===== config.mk =====
export PLATFORM = sky130hd
export DESIGN_NAME = vid_pair_top
export DESIGN_NICKNAME = d
export VERILOG_FILES = /design/src/rtl/vid_pkg.sv /design/src/rtl/lane_bus_if.sv /design/src/rtl/pixel_packer.sv /design/src/rtl/osd_lane.sv /design/src/rtl/pixel_unpacker.sv /design/src/rtl/vid_pair_top.sv
export SDC_FILE = /design/constraint.sdc
export NUM_CORES = 1
export LEC_CHECK = 0
export ABC_CLOCK_PERIOD_IN_PS = 4500
export BUFFER_PORTS_ARGS = -buffer_cell sky130_fd_sc_hd__buf_2
export CAP_MARGIN = 5
export CORE_MARGIN = 4
export CORE_UTILIZATION = 57
export DETAILED_ROUTE_END_ITERATION = 10
export PLACE_DENSITY_LB_ADDON = 0.15
export SLEW_MARGIN = 40
export SYNTH_ARGS = -nofsm -noshare
export SYNTH_HDL_FRONTEND = slang
export SYNTH_SLANG_ARGS = --single-unit

===== constraint.sdc =====
create_clock -name clk27 -period 4.5 [get_ports clk27]
set_input_delay 0.225 -clock clk27 [delete_from_list [all_inputs] [get_ports clk27]]
set_output_delay 0.225 -clock clk27 [all_outputs]
set_load 0.05 [all_outputs]

===== src/rtl/vid_pkg.sv =====
package vid_pkg;

    // ============================================================
    // pixel and sync types
    // ============================================================

    typedef logic [23:0] rgb_t;     // r in [23:16], b in [7:0]

    typedef struct packed {
        logic hsync;
        logic vsync;
        logic de;
    } sync_t;                       // all active high

    // ============================================================
    // overlay
    // ============================================================

    typedef enum logic [1:0] {
        OSD_BLACK  = 2'd0,
        OSD_BLUE   = 2'd1,
        OSD_YELLOW = 2'd2,
        OSD_WHITE  = 2'd3
    } osd_color_e;

    // indexed by osd_color_e
    localparam rgb_t OSD_RGB [4] = '{24'h000000, 24'h0000ff, 24'hffff00, 24'hffffff};

    typedef struct packed {
        rgb_t       rgb;
        sync_t      sync;
        logic       osd_en;
        osd_color_e osd_color;
    } pix_in_t;

    typedef struct packed {
        rgb_t  rgb;
        sync_t sync;
    } pix_out_t;

    // two slots per word, like the par-by-2 video path
    localparam int DEFAULT_LANES = 2;

endpackage


===== src/rtl/lane_bus_if.sv =====
`timescale 1ns/1ps

// one element per lane, valid/ready per element
interface lane_bus_if #(
    parameter type PIX_T     = logic,
    parameter int  NUM_LANES = 2
);

    logic [NUM_LANES-1:0] valid;
    logic [NUM_LANES-1:0] ready;
    PIX_T                 pix [NUM_LANES];
    logic [NUM_LANES-1:0] first;    // frame start mark

    modport src (
        output valid,
        output pix,
        output first,
        input  ready
    );

    modport dst (
        input  valid,
        input  pix,
        input  first,
        output ready
    );

endinterface


===== src/rtl/pixel_packer.sv =====
`timescale 1ns/1ps

module pixel_packer #(
    parameter int NUM_LANES = 2
) (
    input  logic             clk27,
    input  logic             sys_reset_n,
    input  logic             in_valid_i,
    output logic             in_ready_o,
    input  vid_pkg::pix_in_t in_pix_i,
    lane_bus_if.src          bus_o
);

    import vid_pkg::*;

    localparam int CW = (NUM_LANES > 1) ? $clog2(NUM_LANES) : 1;

    logic [CW-1:0]        cnt_q;        // next free slot
    logic [NUM_LANES-1:0] valid_q;
    logic                 vs_prev_q;    // vsync of previous accepted pixel
    pix_in_t              slot_q [NUM_LANES];
    logic [NUM_LANES-1:0] first_q;
    logic                 accept;
    logic                 last_slot;
    logic                 frame_mark;

    // high when no element is left waiting after this clock
    assign in_ready_o = &(~valid_q | bus_o.ready);
    assign accept     = in_valid_i & in_ready_o;
    assign last_slot  = (cnt_q == CW'(NUM_LANES - 1));

    // vsync falling edge while hsync low
    assign frame_mark = vs_prev_q & ~in_pix_i.sync.vsync & ~in_pix_i.sync.hsync;

    assign bus_o.valid = valid_q;
    assign bus_o.pix   = slot_q;
    assign bus_o.first = first_q;

    always_ff @(posedge clk27 or negedge sys_reset_n) begin
        if (!sys_reset_n) begin
            cnt_q     <= '0;
            valid_q   <= '0;
            vs_prev_q <= 1'b0;
        end else begin
            valid_q <= valid_q & ~bus_o.ready;  // lanes retire their element
            if (accept) begin
                vs_prev_q <= in_pix_i.sync.vsync;
                if (last_slot) begin
                    cnt_q   <= '0;
                    valid_q <= '1;              // word out next cycle
                end else begin
                    cnt_q <= cnt_q + 1'b1;
                end
            end
        end
    end

    // slot payload
    always_ff @(posedge clk27) begin
        if (accept) begin
            slot_q[cnt_q]  <= in_pix_i;
            first_q[cnt_q] <= frame_mark;
        end
    end

    // lanes take a word together, so no lane may run ahead of the others
    a_valid_lockstep: assert property (
        @(posedge clk27) disable iff (!sys_reset_n)
        (valid_q == '0) || (valid_q == '1)
    );

endmodule


===== src/rtl/osd_lane.sv =====
`timescale 1ns/1ps

module osd_lane #(
    parameter int LANE = 0
) (
    input  logic    clk27,
    input  logic    sys_reset_n,
    lane_bus_if.dst bus_i,
    lane_bus_if.src bus_o
);

    import vid_pkg::*;

    pix_in_t  in_pix;
    pix_out_t pix_d;
    pix_out_t pix_q;
    logic     first_q;
    logic     valid_q;
    logic     lane_ready;
    logic     accept;

    assign in_pix = bus_i.pix[LANE];

    // empty, or the held pixel leaves this cycle
    assign lane_ready = ~valid_q | bus_o.ready[LANE];
    assign accept     = bus_i.valid[LANE] & lane_ready;

    assign bus_i.ready[LANE] = lane_ready;

    // overlay replaces the colour, sync passes through
    always_comb begin
        pix_d.sync = in_pix.sync;
        if (in_pix.osd_en) begin
            pix_d.rgb = OSD_RGB[in_pix.osd_color];
        end else begin
            pix_d.rgb = in_pix.rgb;
        end
    end

    always_ff @(posedge clk27 or negedge sys_reset_n) begin
        if (!sys_reset_n) begin
            valid_q <= 1'b0;
        end else if (accept) begin
            valid_q <= 1'b1;
        end else if (bus_o.ready[LANE]) begin
            valid_q <= 1'b0;
        end
    end

    always_ff @(posedge clk27) begin
        if (accept) begin
            pix_q   <= pix_d;
            first_q <= bus_i.first[LANE];
        end
    end

    assign bus_o.valid[LANE] = valid_q;
    assign bus_o.pix[LANE]   = pix_q;
    assign bus_o.first[LANE] = first_q;

    // offered pixel must not move until this lane takes it
    a_in_hold: assert property (
        @(posedge clk27) disable iff (!sys_reset_n)
        bus_i.valid[LANE] && !lane_ready |=> bus_i.valid[LANE]
            && $stable(bus_i.pix[LANE]) && $stable(bus_i.first[LANE])
    );

endmodule


===== src/rtl/pixel_unpacker.sv =====
`timescale 1ns/1ps

module pixel_unpacker #(
    parameter int NUM_LANES = 2
) (
    input  logic              clk27,
    input  logic              sys_reset_n,
    lane_bus_if.dst           bus_i,
    output logic              out_valid_o,
    input  logic              out_ready_i,
    output vid_pkg::pix_out_t out_pix_o,
    output logic              frame_start_o
);

    import vid_pkg::*;

    localparam int CW = (NUM_LANES > 1) ? $clog2(NUM_LANES) : 1;

    logic [CW-1:0] idx_q;           // slot being serialized
    logic          out_valid_q;
    logic          frame_q;
    pix_out_t      pix_q;
    logic          all_valid;
    logic          load;
    logic          take;
    logic          last_slot;

    assign all_valid = &bus_i.valid;
    assign load      = ~out_valid_q | out_ready_i;    // output register free
    assign take      = all_valid & load;
    assign last_slot = (idx_q == CW'(NUM_LANES - 1));

    // release the whole word with its last slot
    assign bus_i.ready = {NUM_LANES{take & last_slot}};

    always_ff @(posedge clk27 or negedge sys_reset_n) begin
        if (!sys_reset_n) begin
            idx_q       <= '0;
            out_valid_q <= 1'b0;
            frame_q     <= 1'b0;
        end else if (take) begin
            out_valid_q <= 1'b1;
            frame_q     <= bus_i.first[idx_q];
            if (last_slot) begin
                idx_q <= '0;
            end else begin
                idx_q <= idx_q + 1'b1;
            end
        end else if (out_ready_i) begin
            out_valid_q <= 1'b0;    // drained, nothing new
            frame_q     <= 1'b0;
        end
    end

    always_ff @(posedge clk27) begin
        if (take) begin
            pix_q <= bus_i.pix[idx_q];
        end
    end

    assign out_valid_o   = out_valid_q;
    assign out_pix_o     = pix_q;
    assign frame_start_o = frame_q;

    // lanes are loaded together, so they must present together
    a_lanes_aligned: assert property (
        @(posedge clk27) disable iff (!sys_reset_n)
        (bus_i.valid == '0) || (bus_i.valid == '1)
    );

endmodule


===== src/rtl/vid_pair_top.sv =====
`timescale 1ns/1ps

module vid_pair_top #(
    parameter int NUM_LANES = vid_pkg::DEFAULT_LANES
) (
    input  logic                clk27,
    input  logic                sys_reset_n,
    input  logic                in_valid_i,
    output logic                in_ready_o,
    input  vid_pkg::rgb_t       in_rgb_i,
    input  logic                in_hsync_i,
    input  logic                in_vsync_i,
    input  logic                in_de_i,
    input  logic                osd_en_i,
    input  vid_pkg::osd_color_e osd_color_i,
    output logic                out_valid_o,
    input  logic                out_ready_i,
    output vid_pkg::rgb_t       out_rgb_o,
    output logic                out_hsync_o,
    output logic                out_vsync_o,
    output logic                out_de_o,
    output logic                frame_start_o
);

    import vid_pkg::*;

    pix_in_t  in_pix;
    pix_out_t out_pix;

    assign in_pix = '{rgb: in_rgb_i,
                      sync: '{hsync: in_hsync_i, vsync: in_vsync_i, de: in_de_i},
                      osd_en: osd_en_i,
                      osd_color: osd_color_i};

    assign out_rgb_o   = out_pix.rgb;
    assign out_hsync_o = out_pix.sync.hsync;
    assign out_vsync_o = out_pix.sync.vsync;
    assign out_de_o    = out_pix.sync.de;

    // ============================================================
    // packer -> lanes -> unpacker
    // ============================================================

    lane_bus_if #(.PIX_T(pix_in_t), .NUM_LANES(NUM_LANES)) in_bus ();
    lane_bus_if #(.PIX_T(pix_out_t), .NUM_LANES(NUM_LANES)) out_bus ();

    pixel_packer #(.NUM_LANES(NUM_LANES)) u_packer (
        .clk27       (clk27),
        .sys_reset_n (sys_reset_n),
        .in_valid_i  (in_valid_i),
        .in_ready_o  (in_ready_o),
        .in_pix_i    (in_pix),
        .bus_o       (in_bus.src)
    );

    for (genvar i = 0; i < NUM_LANES; i++) begin : g_lane
        osd_lane #(.LANE(i)) u_lane (
            .clk27       (clk27),
            .sys_reset_n (sys_reset_n),
            .bus_i       (in_bus.dst),
            .bus_o       (out_bus.src)
        );
    end

    pixel_unpacker #(.NUM_LANES(NUM_LANES)) u_unpacker (
        .clk27         (clk27),
        .sys_reset_n   (sys_reset_n),
        .bus_i         (out_bus.dst),
        .out_valid_o   (out_valid_o),
        .out_ready_i   (out_ready_i),
        .out_pix_o     (out_pix),
        .frame_start_o (frame_start_o)
    );

endmodule


==> results of run 1 <==
-- layout make-up --
type	count	area (um^2)	share of cell area
clock buffers	20	425	0.0605
clock inverters	12	171	0.0244
inverters	50	188	0.0267
multi-input cells	110	774	0.110
flip-flops and latches	154	4580	0.651
well taps	129	161	0.0229
repair buffers	102	733	0.104
-- metrics by stage --
stage | area, um^2 | power (W)
6_report | 7030 | 0.00520
5_1_grt | 7030 | 0.00543
4_1_cts | 6980 | 0.00518
3_5_place_dp | 6080 | 0.00375
3_3_place_gp | 6050 | 0.00368
2_1_floorplan | 5560 | 0.00336
-- placed cells by master, fill, tap and decap left out, types with 3 or more instances in the layout --
master and count:
edfxtp_1 145, buf_2 63, o21ai_0 52, inv_1 50, dlygate4sd3_1 31, mux2_2 28, clkbuf_16 16, nand2_1 11
dfrtp_1 9, bufinv_16 4, buf_4 4, nor2_1 3, clkbuf_1 3
-- flip-flops by register name (all words and copies together) (netlist names) --
signal                    cells
u_unpacker.out_valid_o        1
u_packer.bus_o.first          2
g_lane.u_lane.bus_o.pix      54
u_unpacker.idx_q              1
u_packer.bus_o.valid          2
g_lane.u_lane.valid_q         2
u_unpacker.out_pix_o         27
u_packer.bus_o.pix           60
u_packer.vs_prev_q            1
u_unpacker.frame_start_o      1
g_lane.u_lane.first_q         2
u_packer.cnt_q                1
-- layer usage --
layer  global-route usage  vias to the layer above
li1                     -                     1387
met1                0.201                     1396
met2                0.334                       88
met3               0.0548                        8
met4               0.0594                        0
met5                    0                        -
-- report_power, final --
group          internal, W  total, W  switching, W
clock network     0.000899   0.00142      0.000522
logic             0.000414   0.00141      0.000993
registers          0.00220   0.00237      0.000170
total              0.00352   0.00520       0.00169
-- cells by family after synthesis --
kind of cell | count (synthesis) | share of synthesized area
DFF | 154 | 0.823
buffers and inverters | 59 | 0.0409
AOI/OAI and AO/OA | 55 | 0.0522
muxes | 29 | 0.0594
and+or+nand+nor | 24 | 0.0209
xor gates and xnor gates | 2 | 0.00315
-- worst paths after layout --
| kind | from | end | slack (ns) |
|---|---|---|---|
| worst max-delay path | u_unpacker.idx_q | in_ready_o | 1.89 |
| worst min-delay path | out_ready_i | u_unpacker.frame_start_o | 0.04 |
| worst max register to register | u_unpacker.idx_q | u_packer.bus_o.pix[23] | 2.03 |
| worst min register to register | u_packer.bus_o.pix[35] | g_lane[0].u_lane.bus_o.pix[29] | 0.42 |
| max in group asynchronous | sys_reset_n | u_packer.cnt_q | 4.19 |
| min in group asynchronous | sys_reset_n | u_packer.bus_o.valid[0] | 0.12 |
-- repair_timing --
item	in CTS	in global routing
hold buffers	31	0
gates resized for setup	0	0
hold endpoints to repair	70	0
-- critical path, delay by kind of cell, from the launching register on --
family / cells / cell delay [ns]
flops: 1 / 0.83
buf+inv: 1 / 0.27
compound gates: 1 / 0.37
simple gates: 3 / 0.41
==> metrics.txt, run 1 <==
dominant synthesized flop cell edfxtp_1; leading post-synthesis cells by cell area edfxtp_1 78%, mux2_2 5.7%, o21ai_0 4.7%, dfrtp_1 4.0%, inv_1 3.4%; die area 11400 um^2; nets 469; # IOs 64; fin util 0.750; I/O Buffers 63; Slew Limit Fails 0; Final GP Congestion 0.791; synthesized netlist cell count 323; total CTS buffers 17; clk root buf clkbuf_8; share of layout cells above drive strength 1 0.299; status complete, no violations; Leak 2.71 nW; CP startpoint kind flip-flop; met3 wire length 502 um; vias 2879; worst path cell trace nand2_1 > o21ai_0 > nor2_1 > nor2_1 > buf_2; CTS tree built; clk sinks 154; Post-CTS Setup Repair Bufs 0; final setup fails 0; vias per cell 4.99; Fin Hold WS 0.0350 ns; Setup CP Type reg2out; post-route insts no fill 577; Post-DP HPWL 5410 um; VDD IR max 0.381 mV; CP Max Fanout 18; first-pass GRT wire length 15100 um; Rows 35; vias in the first global route 3070; crit-path most repeated cell nor2_1; WP data required 4.28 ns; top-count cell post-synth edfxtp_1; Final period util 0.581; post-route setup slack 1.89 ns; sequential area share after synthesis 0.823; detailed-route DRC error count 0; worst-case reg-to-reg path depth 5; Synth top cells by count 145 x edfxtp_1, 52 x o21ai_0, 50 x inv_1; Crit. End Element output pin; filler instances 566; initial antenna violation count 0; asr flop ratio synth 0.0584; antenna viol nets, final 0; met2 WL 5400 um; hold path cells 3; GR Util All Layers 0.182; Max Clock Skew 0.0105 ns; drt wl/cell 16.6 um; grt total ovfl 0; CTS H-Tree Depth 4; Antenna Cells 0; core area 9370 um^2; Ys Warns 0; dpl cells 511; final setup TNS 0 ns; Achievable Freq 383 MHz; syn_area_per_cell 17.2 um^2; post-synth top area share 0.783; Routed WL 9570 um; Slew HR 0.499; Tmin final 2.61 ns; Slowest cell on crit path dfrtp_1; Arr. time, crit path 2.39 ns; pin count of the biggest net entering global routing 32; synthesized area 5560 um^2; Pre-Repair DR Iteration Count 4; PD cells 740 nW/um^2; die width 107 um; Top Layer Used met4; Max Cap Viol 0; Worst-path clk slew 0.06 ns; Die Ht 107 um; synth unique cells 21; biggest cell delay along the critical path 0.83 ns; Synth area leader edfxtp_1; pre-CTS setup slack 2.05 ns; CTS Buffer Depth 2; FF+latch count, synth 154; Post-Route M1 WL 3580 um; worst skew pair latency 0.51 ns; initial core utilization 0.593; RSZ-0062 raised after global routing no; drt initial violations 154; syn_nets 357; P&R area growth vs syn 26.5%; EDFF count, synth 145; worst min path class in2reg; final hold violation count 0; worst slew pin tran 0.751 ns
(Power assumes the default switching activity.)
==> run 2: changes to the inputs <==
--- a/config.mk
+++ b/config.mk
@@ -5,7 +5,7 @@
 export SDC_FILE = /design/constraint.sdc
 export NUM_CORES = 1
 export LEC_CHECK = 0
-export ABC_CLOCK_PERIOD_IN_PS = 4500
+export ABC_CLOCK_PERIOD_IN_PS = 2500
 export BUFFER_PORTS_ARGS = -buffer_cell sky130_fd_sc_hd__buf_2
 export CAP_MARGIN = 5
 export CORE_MARGIN = 4
==> constraint.sdc (replaced) <==
create_clock -name clk27 -period 2.5 [get_ports clk27]
set_input_delay 0.125 -clock clk27 [delete_from_list [all_inputs] [get_ports clk27]]
set_output_delay 0.125 -clock clk27 [all_outputs]
set_load 0.05 [all_outputs]
==> metrics.txt, run 2 (synthesized netlist as in run 1, its figures left out) <==
final setup fails 0; # IOs 64; total CTS buffers 17; Slew HR 0.633; CTS Buffer Depth 2; detailed-route DRC error count 0; vias 2846; core area 9370 um^2; GR Util All Layers 0.180; initial core utilization 0.593; Tot Pwr 0.00925 W; drt wl/cell 16.1 um; Die Ht 107 um; M2 GR Usage 0.320; grt total ovfl 0; CTS tree built; worst skew pair latency 0.50 ns; met1 GRT Util 0.217; worst min path class in2reg; Final GP Congestion 0.732; die area 11400 um^2; I/O Buffers 63; Crit. End Element output pin; Final period util 0.851; status complete, no violations; antenna viol nets, final 0; Fin Hold WS 0.343 ns; most common cell after layout, fill and taps aside edfxtp_1; grt peak-use layer met2; Max Clock Skew 0.00694 ns; die width 107 um; CP startpoint kind flip-flop; Tmin final 2.13 ns; fin util 0.749; nets 472; VDD IR max 0.731 mV; share of layout cells above drive strength 1 0.298; met3 GRT Util 0.0391; Routed WL 9310 um; worst slew pin tran 0.548 ns; CP Max Fanout 6; PD cells 1320 nW/um^2; clk root buf clkbuf_8; Setup CP Type reg2out; Design Area, Final 7020 um^2; Achievable Freq 470 MHz; CTS H-Tree Depth 4; dpl cell area 6080 um^2; vias per cell 4.92; Leak 2.70 nW; final hold violation count 0; initial antenna violation count 0; Worst-path clk slew 0.06 ns; pin count of the biggest net entering global routing 32; Pre-Repair DR Iteration Count 5; post-CTS resize count 0; drt initial violations 102; P&R area growth vs syn 26.2%; Rows 35; WP data required 2.38 ns; Post-DP HPWL 5260 um; Antenna Cells 0; number of flip-flops under the largest register name 60; vias in the first global route 3037; final setup TNS 0 ns; clk sinks 154; Max Cap Viol 0; Arr. time, crit path 2.00 ns; commonest cells after routing, fill and taps aside 145 x edfxtp_1, 63 x buf_2, 52 x o21ai_0, 50 x inv_1, 34 x dlygate4sd3_1; first-pass GRT wire length 15300 um; RSZ-0062 raised after global routing no; Slew Limit Fails 0
-- run 2: cell count changes in the layout (fill, tap and decap cells not counted) --
cell,previous run,this run
buf_4,4,8
clkinv_2,2,1
buf_16,2,0
nor3_4,0,1
clkbuf_1,3,2
buf_6,2,0
nor3_2,1,0
clkinv_4,1,0
clkinvlp_4,1,3
dlygate4sd3_1,31,34
-- run 2: cell type report --
type | instances | area [um^2]
fillers | 599 | 2350
inverters | 50 | 188
flip-flops and latches | 154 | 4580
clock buffers | 19 | 422
clock inverters | 12 | 173
multi-input cells | 110 | 781
repair buffers | 105 | 716
well taps | 129 | 161
-- run 2: where the power goes --
part,switching [W],internal (W)
Sequential,0.000226,0.00397
Clock,0.000919,0.00161
Combinational,0.00184,0.000685
Total,0.00298,0.00627
-- run 2: layer usage --
metal  share of wire  vias up
met1            0.41     1378
met4          0.0063        0
met2            0.54       71
met3           0.043        4
li1                -     1393
met5               0        -
-- run 2: repair_timing --
action / in CTS / in global routing
setup buffers: 0 / 0
endpoints found under the setup margin: 0 / 0
endpoints found under the hold margin: 75 / 0
hold buffers: 34 / 0
-- run 2: worst paths after layout --
path | end | cells past startpoint | slack, ns | from
worst min register to register | g_lane[0].u_lane.first_q | 0 | 0.42 | u_packer.bus_o.first[0]
worst max register to register | u_packer.bus_o.pix[29] | 5 | 0.56 | u_unpacker.out_valid_o
worst max-delay path | in_ready_o | 5 | 0.37 | u_unpacker.out_valid_o
min in group asynchronous | g_lane[1].u_lane.valid_q | 3 | 0.62 | sys_reset_n
worst min-delay path | u_packer.bus_o.pix[46] | 2 | 0.34 | in_rgb_i[10]
max in group asynchronous | u_packer.vs_prev_q | 3 | 1.57 | sys_reset_n
-- run 2: critical path: stages (launching register included) --
cell	delay [ns]
dfrtp_1	0.33
nor2b_2	0.34
o21ai_0	0.20
nor2_1	0.30
nor2_1	0.10
buf_2	0.23
-- run 2: metrics by stage --
step	std cells	setup slack (ns)
2_1_floorplan	323	0.0956
3_3_place_gp	514	0.592
3_5_place_dp	514	0.534
4_1_cts	579	0.359
5_1_grt	579	0.221
6_report	579	0.374
==> run 3: changes to the inputs <==
--- a/config.mk
+++ b/config.mk
@@ -8,6 +8,7 @@
 export ABC_CLOCK_PERIOD_IN_PS = 2500
 export BUFFER_PORTS_ARGS = -buffer_cell sky130_fd_sc_hd__buf_2
 export CAP_MARGIN = 5
+export CORE_ASPECT_RATIO = 0.6
 export CORE_MARGIN = 4
 export CORE_UTILIZATION = 57
 export DETAILED_ROUTE_END_ITERATION = 10
==> metrics.txt, run 3 (synthesized netlist as in run 1, its figures left out) <==
first-pass GRT wire length 16000 um; PD cells 1330 nW/um^2; Crit. End Element output pin; Max Clock Skew 0.00691 ns; Slew HR 0.627; Fin Hold WS 0.0620 ns; Antenna Cells 0; Leak 2.70 nW; Final period util 0.805; VDD IR max 0.716 mV; antenna viol nets, final 0; fin util 0.752; final hold violation count 0; worst skew pair latency 0.41 ns; detailed-route DRC error count 0; nets 470; Design Area, Final 7010 um^2; total CTS buffers 17; worst min path class in2reg; vias 2910; core area 9320 um^2; die area 11500 um^2; number of flip-flops under the largest register name 60; pin count of the biggest net entering global routing 32; die width 136 um; final setup fails 0; GR Util All Layers 0.191; Tmin final 2.01 ns; clk root buf clkbuf_16; CP Max Fanout 6; pre-CTS setup slack 0.545 ns; Achievable Freq 497 MHz; share of layout cells above drive strength 1 0.301; Final GP Congestion 0.779; vias in the first global route 3119; CP startpoint kind input port; Worst-path clk slew 0.05 ns; # IOs 64; Routed WL 9830 um; CTS Buffer Depth 2; P&R area growth vs syn 26.1%; Max Cap Viol 0; grt total ovfl 0; most common cell after layout, fill and taps aside edfxtp_1; CTS tree built; vias per cell 5.03; worst slew pin tran 0.558 ns; Pre-Repair DR Iteration Count 4; Die Ht 84.5 um; status complete, no violations; drt initial violations 175; Post-DP HPWL 5760 um; clk sinks 154; Rows 27; CTS H-Tree Depth 4; initial core utilization 0.596; filler instances 562; Slew Limit Fails 0; WP data required 2.38 ns; dpl cell area 6090 um^2; post-CTS resize count 0; CTS Hold Bufs 32; Setup CP Type in2out; final setup TNS 0 ns; initial antenna violation count 0; Post-CTS Setup Repair Bufs 0; RSZ-0062 raised after global routing no; post-route setup slack 0.487 ns; Arr. time, crit path 1.89 ns; drt wl/cell 17.0 um; commonest cells after routing, fill and taps aside 145 x edfxtp_1, 63 x buf_2, 52 x o21ai_0, 50 x inv_1, 32 x dlygate4sd3_1; I/O Buffers 63
-- run 3: path summary, 6_finish.rpt --
path | startpoint | endpoint | slack, ns | cells past startpoint
max in group asynchronous | sys_reset_n | u_packer.vs_prev_q | 2.18 | 2
max reg2reg | u_unpacker.out_valid_o | u_packer.bus_o.pix[20] | 0.51 | 5
max | out_ready_i | in_ready_o | 0.49 | 7
min reg2reg | u_packer.bus_o.pix[3] | g_lane[1].u_lane.bus_o.pix[0] | 0.42 | 0
min in group asynchronous | sys_reset_n | u_unpacker.frame_start_o | 0.11 | 2
min | in_valid_i | u_packer.cnt_q | 0.06 | 3
-- run 3: report_power, final --
group / switching [W] / internal, W / total [W] / leakage, nW
Sequential: 0.000240 / 0.00397 / 0.00421 / 1.46
Clock: 0.000955 / 0.00166 / 0.00261 / 0.289
Combinational: 0.00184 / 0.000683 / 0.00252 / 0.954
-- run 3: stage by stage --
stage / total power, W / cells
2_1_floorplan: 0.00605 / 323
3_3_place_gp: 0.00670 / 515
3_5_place_dp: 0.00678 / 515
4_1_cts: 0.00942 / 579
5_1_grt: 0.00977 / 579
6_report: 0.00934 / 579
-- run 3: area by class of cell --
class                   count  area (um^2)  area share
clock inverters            14          178      0.0253
repair buffers            103          696      0.0992
flip-flops and latches    154         4580       0.653
well taps                 130          163      0.0232
multi-input cells         110          781       0.111
inverters                  50          188      0.0268
clock buffers              18          429      0.0612
-- run 3: layer usage --
layer / part of all wire / global-route usage / vias up / routed length [um]
met5: 0 / 0 / - / 0
met4: 0.012 / 0.0814 / 0 / 121
met3: 0.057 / 0.0509 / 12 / 564
met2: 0.50 / 0.312 / 77 / 4910
met1: 0.43 / 0.246 / 1429 / 4240
li1: - / - / 1392 / -
-- run 3: worst max-delay path: stages --
cell	delay, ns
dlygate4sd3_1	0.53
buf_2	0.13
nor2b_2	0.28
o21ai_0	0.23
nor2_1	0.29
nor2_1	0.08
buf_2	0.22
